**src/rtl/mips_pkg.sv**
```systemverilog
// MIPS core shared types
package mips_pkg;

  // ----------------------------------------------------------
  // Instruction encodings
  // ----------------------------------------------------------

  // Primary opcodes of the supported subset
  typedef enum logic [5:0] {
    OP_RTYPE = 6'h00,
    OP_BEQ   = 6'h04,
    OP_ADDIU = 6'h09,
    OP_LW    = 6'h23,
    OP_SW    = 6'h2b
  } opcode_e;

  // R-type function field
  typedef enum logic [5:0] {
    FN_ADDU = 6'h21,
    FN_SUBU = 6'h23,
    FN_AND  = 6'h24,
    FN_OR   = 6'h25,
    FN_SLT  = 6'h2a
  } funct_e;

  // Internal ALU operation, add is the idle default
  typedef enum logic [2:0] {
    ALU_ADD,
    ALU_SUB,
    ALU_AND,
    ALU_OR,
    ALU_SLT
  } alu_op_e;

  // Register format view
  typedef struct packed {
    opcode_e    opcode;
    logic [4:0] rs;
    logic [4:0] rt;
    logic [4:0] rd;
    logic [4:0] shamt;
    funct_e     funct;
  } r_fields_t;

  // Immediate format view
  typedef struct packed {
    opcode_e     opcode;
    logic [4:0]  rs;
    logic [4:0]  rt;
    logic [15:0] imm;
  } i_fields_t;

  // Same instruction word, two decodings
  typedef union packed {
    r_fields_t r;
    i_fields_t i;
  } instr_u;

  // ----------------------------------------------------------
  // Control word and stage bundles
  // ----------------------------------------------------------

  typedef struct packed {
    alu_op_e alu_op;
    logic    use_imm;
    logic    mem_read;
    logic    mem_write;
    logic    reg_write;
    logic    branch;
  } ctrl_t;

  // Fetch to decode
  typedef struct packed {
    logic        valid;
    logic [31:0] pc;
    instr_u      instr;
  } fd_t;

  // Decode to execute, operands already forwarded
  typedef struct packed {
    logic        valid;
    ctrl_t       ctrl;
    logic [31:0] pc;
    logic [31:0] op_a;
    logic [31:0] op_b;
    logic [31:0] store_data;
    logic [31:0] imm;
    logic [4:0]  dest;
  } de_t;

  // Execute to memory
  typedef struct packed {
    logic        valid;
    ctrl_t       ctrl;
    logic [31:0] result;
    logic [31:0] store_data;
    logic [4:0]  dest;
  } em_t;

  // Register file write port
  typedef struct packed {
    logic        we;
    logic [4:0]  dest;
    logic [31:0] data;
  } wb_t;

endpackage

```
**src/rtl/mips_fetch.sv**
```systemverilog
// Instruction fetch stage
`timescale 1ns/1ps

module mips_fetch #(
  parameter logic [31:0] RESET_PC = 32'h0000_0000
) (
  input  logic          clk,
  input  logic          rst_n,
  input  logic          stall,
  input  logic          redirect,
  input  logic [31:0]   target,
  output logic [31:0]   pc_rom,
  input  logic [31:0]   inst_rom,
  output mips_pkg::fd_t fd
);

  logic [31:0] pc_q;
  logic        fd_valid_q;
  logic [31:0] fd_pc_q;
  logic [31:0] fd_instr_q;

  // ROM is addressed straight from the PC
  assign pc_rom = pc_q;

  // Program counter
  // Branch target wins over the stall hold
  always_ff @(posedge clk or negedge rst_n) begin
    if (!rst_n) begin
      pc_q <= RESET_PC;
    end else if (redirect) begin
      pc_q <= target;
    end else if (!stall) begin
      pc_q <= pc_q + 32'd4;
    end
  end

  // Fetch/decode valid, killed by a taken branch
  always_ff @(posedge clk or negedge rst_n) begin
    if (!rst_n) begin
      fd_valid_q <= 1'b0;
    end else if (redirect) begin
      fd_valid_q <= 1'b0;
    end else if (!stall) begin
      fd_valid_q <= 1'b1;
    end
  end

  // Fetched word and its address, held while stalled
  always_ff @(posedge clk) begin
    if (!stall) begin
      fd_pc_q    <= pc_q;
      fd_instr_q <= inst_rom;
    end
  end

  always_comb begin
    fd.valid = fd_valid_q;
    fd.pc    = fd_pc_q;
    fd.instr = fd_instr_q;
  end

endmodule

```
**src/rtl/mips_decode.sv**
```systemverilog
// Decode and register read stage
`timescale 1ns/1ps

module mips_decode (
  input  logic          clk,
  input  logic          rst_n,
  input  mips_pkg::fd_t fd,
  input  mips_pkg::em_t ex_fwd,
  input  mips_pkg::wb_t wb,
  input  logic          flush,
  output logic          stall,
  output mips_pkg::de_t de
);

  logic [31:0]      regs [32];
  mips_pkg::instr_u ins;
  mips_pkg::ctrl_t  ctrl;
  mips_pkg::de_t    de_next;
  mips_pkg::de_t    de_q;
  logic             de_valid_q;
  logic [4:0]       rs;
  logic [4:0]       rt;
  logic             uses_rt;
  logic [31:0]      rf_a;
  logic [31:0]      rf_b;

  // Operand source priority: execute, then writeback, then file
  function automatic logic [31:0] fwd_sel(input logic [4:0] src, input logic [31:0] rf,
                                          input mips_pkg::em_t ex, input mips_pkg::wb_t w);
    logic ex_hit;
    ex_hit = ex.valid && ex.ctrl.reg_write && !ex.ctrl.mem_read &&
             (ex.dest != 5'd0) && (ex.dest == src);
    if (ex_hit) begin
      return ex.result;
    end else if (w.we && (w.dest == src)) begin
      return w.data;
    end
    return rf;
  endfunction

  // ----------------------------------------------------------
  // Register file
  // ----------------------------------------------------------
  // wb.we is never set for r0
  always_ff @(posedge clk) begin
    if (wb.we) begin
      regs[wb.dest] <= wb.data;
    end
  end

  assign ins  = fd.instr;
  assign rs   = ins.r.rs;
  assign rt   = ins.i.rt;
  // r0 reads as zero
  assign rf_a = (rs == 5'd0) ? 32'd0 : regs[rs];
  assign rf_b = (rt == 5'd0) ? 32'd0 : regs[rt];

  // ----------------------------------------------------------
  // Control decode
  // ----------------------------------------------------------
  always_comb begin
    ctrl = '0;
    case (ins.i.opcode)
      mips_pkg::OP_RTYPE: begin
        ctrl.reg_write = 1'b1;
        case (ins.r.funct)
          mips_pkg::FN_ADDU: ctrl.alu_op = mips_pkg::ALU_ADD;
          mips_pkg::FN_SUBU: ctrl.alu_op = mips_pkg::ALU_SUB;
          mips_pkg::FN_AND:  ctrl.alu_op = mips_pkg::ALU_AND;
          mips_pkg::FN_OR:   ctrl.alu_op = mips_pkg::ALU_OR;
          mips_pkg::FN_SLT:  ctrl.alu_op = mips_pkg::ALU_SLT;
          // Unsupported funct acts as a nop
          default:           ctrl.reg_write = 1'b0;
        endcase
      end
      mips_pkg::OP_ADDIU: begin
        ctrl.use_imm   = 1'b1;
        ctrl.reg_write = 1'b1;
      end
      mips_pkg::OP_LW: begin
        ctrl.use_imm   = 1'b1;
        ctrl.mem_read  = 1'b1;
        ctrl.reg_write = 1'b1;
      end
      mips_pkg::OP_SW: begin
        ctrl.use_imm   = 1'b1;
        ctrl.mem_write = 1'b1;
      end
      mips_pkg::OP_BEQ: begin
        ctrl.alu_op = mips_pkg::ALU_SUB;
        ctrl.branch = 1'b1;
      end
      default: ;
    endcase
  end

  // rt is a source for R-type, SW and BEQ only
  assign uses_rt = !ctrl.use_imm || ctrl.mem_write;

  // Load in execute feeding this instruction
  assign stall = fd.valid && de.valid && de.ctrl.mem_read && (de.dest != 5'd0) &&
                 ((de.dest == rs) || (uses_rt && (de.dest == rt)));

  always_comb begin
    de_next            = '0;
    de_next.valid      = fd.valid;
    de_next.ctrl       = ctrl;
    de_next.pc         = fd.pc;
    de_next.op_a       = fwd_sel(rs, rf_a, ex_fwd, wb);
    de_next.op_b       = fwd_sel(rt, rf_b, ex_fwd, wb);
    de_next.store_data = de_next.op_b;
    de_next.imm        = {{16{ins.i.imm[15]}}, ins.i.imm};
    de_next.dest       = (ins.i.opcode == mips_pkg::OP_RTYPE) ? ins.r.rd : rt;
  end

  // ----------------------------------------------------------
  // Decode/execute register
  // ----------------------------------------------------------
  // Bubble on stall or taken branch
  always_ff @(posedge clk or negedge rst_n) begin
    if (!rst_n) begin
      de_valid_q <= 1'b0;
    end else begin
      de_valid_q <= fd.valid && !stall && !flush;
    end
  end

  always_ff @(posedge clk) begin
    de_q <= de_next;
  end

  always_comb begin
    de       = de_q;
    de.valid = de_valid_q;
  end

endmodule

```
**src/rtl/mips_execute.sv**
```systemverilog
// Execute stage with ALU and branch
`timescale 1ns/1ps

module mips_execute (
  input  logic          clk,
  input  logic          rst_n,
  input  mips_pkg::de_t de,
  output mips_pkg::em_t em,
  output mips_pkg::em_t fwd,
  output logic          redirect,
  output logic [31:0]   target
);

  logic [31:0]   alu_b;
  logic [31:0]   result;
  mips_pkg::em_t em_next;
  mips_pkg::em_t em_q;
  logic          em_valid_q;

  // Immediate replaces rt for ADDIU, LW and SW
  assign alu_b = de.ctrl.use_imm ? de.imm : de.op_b;

  always_comb begin
    case (de.ctrl.alu_op)
      mips_pkg::ALU_SUB: result = de.op_a - alu_b;
      mips_pkg::ALU_AND: result = de.op_a & alu_b;
      mips_pkg::ALU_OR:  result = de.op_a | alu_b;
      // Signed compare
      mips_pkg::ALU_SLT: result = {31'd0, $signed(de.op_a) < $signed(alu_b)};
      default:           result = de.op_a + alu_b;
    endcase
  end

  // BEQ resolves here, no delay slot
  assign redirect = de.valid && de.ctrl.branch && (de.op_a == de.op_b);
  assign target   = de.pc + 32'd4 + {de.imm[29:0], 2'b00};

  always_comb begin
    em_next            = '0;
    em_next.valid      = de.valid;
    em_next.ctrl       = de.ctrl;
    em_next.result     = result;
    em_next.store_data = de.store_data;
    em_next.dest       = de.dest;
  end

  // Unregistered result back to decode
  assign fwd = em_next;

  // ----------------------------------------------------------
  // Execute/memory register
  // ----------------------------------------------------------
  always_ff @(posedge clk or negedge rst_n) begin
    if (!rst_n) begin
      em_valid_q <= 1'b0;
    end else begin
      em_valid_q <= de.valid;
    end
  end

  always_ff @(posedge clk) begin
    em_q <= em_next;
  end

  always_comb begin
    em       = em_q;
    em.valid = em_valid_q;
  end

endmodule

```
**src/rtl/mips_mem_wb.sv**
```systemverilog
// Memory access and writeback stage
`timescale 1ns/1ps

module mips_mem_wb (
  input  mips_pkg::em_t em,
  output logic [31:0]   ram_adr,
  output logic [31:0]   ram_data,
  output logic          ram_read,
  output logic          ram_write,
  input  logic [31:0]   ram_word,
  output mips_pkg::wb_t wb
);

  // Word address and store data straight from execute
  assign ram_adr  = em.result;
  assign ram_data = em.store_data;

  // Strobes only for a live instruction
  // Store lasts exactly this one cycle
  assign ram_read  = em.valid && em.ctrl.mem_read;
  assign ram_write = em.valid && em.ctrl.mem_write;

  // Writeback select
  // Load data arrives in the same cycle
  always_comb begin
    wb.we   = em.valid && em.ctrl.reg_write && (em.dest != 5'd0);
    wb.dest = em.dest;
    if (em.ctrl.mem_read) begin
      wb.data = ram_word;
    end else begin
      wb.data = em.result;
    end
  end

endmodule

```
**src/rtl/mips_core.sv**
```systemverilog
// MIPS pipelined core top level
`timescale 1ns/1ps

module mips_core #(
  parameter logic [31:0] RESET_PC = 32'h0000_0000
) (
  input  logic        clk,
  input  logic        rst_n,
  // Instruction ROM
  output logic [31:0] pc_rom,
  input  logic [31:0] inst_rom,
  // Data RAM
  output logic        ram_read,
  output logic        ram_write,
  output logic [31:0] ram_data,
  input  logic [31:0] ram_word,
  output logic [31:0] ram_adr
);

  mips_pkg::fd_t fd;
  mips_pkg::de_t de;
  mips_pkg::em_t em;
  mips_pkg::em_t ex_fwd;
  mips_pkg::wb_t wb;
  logic          stall;
  logic          redirect;
  logic [31:0]   target;

  // ----------------------------------------------------------
  // Stage chain
  // ----------------------------------------------------------
  mips_fetch #(
    .RESET_PC (RESET_PC)
  ) fetch_inst (
    .clk      (clk),
    .rst_n    (rst_n),
    .stall    (stall),
    .redirect (redirect),
    .target   (target),
    .pc_rom   (pc_rom),
    .inst_rom (inst_rom),
    .fd       (fd)
  );

  // Taken branch also clears decode/execute
  mips_decode decode_inst (
    .clk    (clk),
    .rst_n  (rst_n),
    .fd     (fd),
    .ex_fwd (ex_fwd),
    .wb     (wb),
    .flush  (redirect),
    .stall  (stall),
    .de     (de)
  );

  mips_execute execute_inst (
    .clk      (clk),
    .rst_n    (rst_n),
    .de       (de),
    .em       (em),
    .fwd      (ex_fwd),
    .redirect (redirect),
    .target   (target)
  );

  mips_mem_wb mem_wb_inst (
    .em        (em),
    .ram_adr   (ram_adr),
    .ram_data  (ram_data),
    .ram_read  (ram_read),
    .ram_write (ram_write),
    .ram_word  (ram_word),
    .wb        (wb)
  );

endmodule

```
**config.mk**
```make
export PLATFORM = sky130hd
export DESIGN_NAME = mips_core
export DESIGN_NICKNAME = d
export VERILOG_FILES = /design/src/rtl/mips_pkg.sv /design/src/rtl/mips_fetch.sv /design/src/rtl/mips_decode.sv /design/src/rtl/mips_execute.sv /design/src/rtl/mips_mem_wb.sv /design/src/rtl/mips_core.sv
export SDC_FILE = /design/constraint.sdc
export NUM_CORES = 2
export LEC_CHECK = 0
export ABC_CLOCK_PERIOD_IN_PS = 6200
export BUFFER_PORTS_ARGS = -buffer_cell sky130_fd_sc_hd__buf_2
export CORE_MARGIN = 8
export CORE_UTILIZATION = 28
export DETAILED_ROUTE_END_ITERATION = 10
export RECOVER_POWER = 25
export SYNTH_ARGS = -nofsm -noshare
export SYNTH_HDL_FRONTEND = slang
export SYNTH_SLANG_ARGS = --single-unit
```
**constraint.sdc**
```tcl
create_clock -name clk -period 6.2 [get_ports clk]
set_input_delay 0.31 -clock clk [delete_from_list [all_inputs] [get_ports clk]]
set_output_delay 0.31 -clock clk [all_outputs]
set_load 0.01 [all_outputs]
```
==> flow_summary.yaml <==
setup_path:
  path_max_fanout: 17
  cp_cell_sequence: "buf_4 -> and2_1 -> a21oi_1 -> ha_1 -> inv_1 -> a21oi_1 -> o21ai_0 -> a21oi_1 -> o21bai_1 -> a211o_1 -> mux2_2 -> a211oi_1 -> o21a_1 -> o221ai_1"
  crit_required_ns: 6.83
  cp_slowest_cell: "and2_1"
  critPathLaunchType: "flip-flop"
  worstPathArrival_ns: 5.15
  cpMostUsedCell: "a21oi_1"
  timing.rr.start: "decode_inst.de[169]"
  path_class: "flip-flop to flip-flop"
  crit_path_end_kind: "flip-flop"
  cp_slowest_stage_delay_ns: 0.76
  crit_start: "decode_inst.de[169]"
detailed_routing:
  routedWlPerCell_um: 29.11
  drt_first_pass_iters: 6
  postRouteAntennaNets: 0
  remaining_drc_errors: 0
  drt_iter0_drc: 4310
  vias: 39290
  dr.max_layer_used: "met5"
  wl_mm: 210.8
  via_per_inst: 5.426
  dr_wl_met2_mm: 100.7
  wl_met1_mm: 83.96
  dr_wl_met3_mm: 15.00
global_routing:
  antenna_found_initial: 4
  grt.total_usage_pct: 16.42
  grt-ovfl-total: 0
  grt_pass1_vias: 39750
  grt_max_degree: 117
  grt_pass1_wl_mm: 298.2
hold_path:
  hold_class: "input pin to flip-flop"
  hold_start: "inst_rom[30]"
pwr:
  vdd_ir_drop_max_mv: 0.2906
  leakage_nw: 24.77
  powerDensity_nw_per_um2: 329.6
clocking:
  cts_setup_buffers: 0
  clockBufferDepth: 3
  htreeDepth: 4
  tritoncts: "yes"
  cts_sinks: 1330
  clkLatencyLatePin_ns: 0.81
  cts_resized: 0
  cts-buffers-inserted: 137
  root_buffer: "clkbuf_16"
  cts.clk_slew.worst_paths_ns: 0.07
final_layout:
  areaGrowthSynthToFinish_pct: 13.93
  nets: 4309
  drive_gt1_share_pct: 27.03
  final_common_cell: "edfxtp_1"
  final_cell_mix: "1,088 x edfxtp_1, 640 x mux4_2, 196 x dfxtp_1, 192 x a21oi_1, 187 x nor2_1"
synthesis:
  seq_area_frac_synth_pct: 58.03
  netlist_area_um2: 64950
  syn_avg_cell_area_um2: 16.54
  dominantRegCellSynth: "edfxtp_1"
  synth_edf_count: 1088
  ys_seq_elements: 1330
  ys_warn_count: 0
  synth.distinct_cells: 102
  synthArstFlopShare_pct: 2.632
  netlist_instances: 3927
sta:
  tightest_slew_ns: 2.347
  setup-violations-final: 0
  min_period_ns: 4.526
  rsz0062_at_grt: "false"
  slew_violations: 65
  hold_viol: 0
  clock_skew_ns: 0.03734
  fin_tns_setup_ns: 0
  setup_ws_ns: 1.674
  hold_ws_ns: 0.2335
  fmax_mhz: 220.9
  max_slew_margin_pct: -56.46
  fin_crit_sh_pct: 73.00
run_status:
  outcome: "finished, violations left"
  violations: "capacitance limit, slew limit"
placed_design:
  io_buffers: 163
  gp_congestion: 0.9056
  dp_slack_ns: 1.753
  dp_hpwl_mm: 132.7
run:
  drv_cap: 3
die:
  fp.dieW_um: 497.6
  num_rows: 177
  io_pins: 164
  core-area_um2: 231700
  die_y_um: 497.6
  fp.dieArea_um2: 247700
  start_util_pct: 28.04
==> worst paths after layout <==
kind,endpoint,slack (ns),cells past startpoint
max,decode_inst.de[99],1.67,14
min,fetch_inst.fd_instr_q[30],0.23,2
max reg2reg,decode_inst.de[99],1.67,14
min reg2reg,decode_inst.de[154],0.33,0
max in group asynchronous,fetch_inst.pc_rom[23],4.06,2
min in group asynchronous,fetch_inst.pc_rom[8],0.80,2
==> worst max-delay path: cells and delay by family, from the launching register on <==
| family | cells | cell delay, ns |
|---|---|---|
| AOI/OAI and AO/OA | 9 | 1.84 |
| adders and majority gates | 1 | 0.61 |
| buffers and inverters | 2 | 0.54 |
| DFF | 1 | 0.31 |
| muxes | 1 | 0.28 |
| and+or+nand+nor | 1 | 0.76 |
==> cells by family after synthesis <==
family	after synthesis	share of synthesized area [%]
fa+ha+maj	160	3.113
buf+inv	459	3.203
compound gates	538	5.573
xor+xnor	108	1.456
flops	1330	58.03
simple gates	548	4.089
other cells	1	0.005773
mux	783	24.53
==> flip-flops by register name, summed over array words and instances (netlist names), named ones only <==
name and flops:
decode_inst.de 125, decode_inst.de_valid_q 1, decode_inst.regs 1024, execute_inst.em 72, execute_inst.em_valid_q 1, fetch_inst.fd_instr_q 32
fetch_inst.fd_pc_q 32, fetch_inst.fd_valid_q 1, fetch_inst.pc_rom 32
==> metal layers <==
metal | vias to the layer above | global-route usage (%)
met5 | - | 0
met4 | 2 | 7.692
met3 | 418 | 2.617
met2 | 1921 | 27.06
met1 | 20830 | 21.27
li1 | 16130 | -
==> cell type report <==
class | count | area (um^2)
fillers | 22370 | 157600
repair buffers | 288 | 1839
inverters | 158 | 593.1
well taps | 3043 | 3807
clock buffers | 182 | 3805
flip-flops and latches | 1330 | 37720
clock inverters | 68 | 686.9
multi-input cells | 2169 | 25540
diodes | 3 | 7.507
==> through the flow <==
| step | power [mW] | cells | area [um^2] | utilization, % |
|---|---|---|---|---|
| global placement | 16.21 | 6955 | 69390 | 29.95 |
| global route | 25.22 | 7239 | 74000 | 31.95 |
| floorplan | 14.48 | 3958 | 65070 | - |
| detailed placement | 16.28 | 6955 | 69390 | 29.95 |
| finish | 24.39 | 7241 | 74010 | 31.95 |
| CTS | 24.59 | 7238 | 74210 | 32.03 |
==> Yosys cell counts, types with 65 or more instances <==
| library cell | count | area [um^2] |
|---|---|---|
| a21oi_1 | 194 | 970.9 |
| buf_2 | 73 | 365.4 |
| buf_4 | 67 | 503.0 |
| clkbuf_1 | 130 | 488.0 |
| dfxtp_1 | 207 | 4144 |
| edfxtp_1 | 1088 | 32670 |
| ha_1 | 156 | 1952 |
| inv_1 | 155 | 581.8 |
| mux2_2 | 70 | 788.3 |
| mux2i_1 | 71 | 710.7 |
| mux4_2 | 640 | 14410 |
| nand2_1 | 119 | 446.7 |
| nor2_1 | 213 | 799.5 |
| o21ai_0 | 65 | 325.3 |
==> power breakdown <==
group,total [mW],internal (mW),switching (mW)
clock,8.30,4.66,3.63
combinational,4.53,1.49,3.04
sequential,11.6,11.0,0.538
total,24.4,17.2,7.22
==> repair_timing <==
item | in CTS | in global routing
endpoints found under the setup margin | 0 | 0
hold buffers | 33 | 0
hold endpoints to repair | 77 | 0
Power figures use the tool's default switching activity.
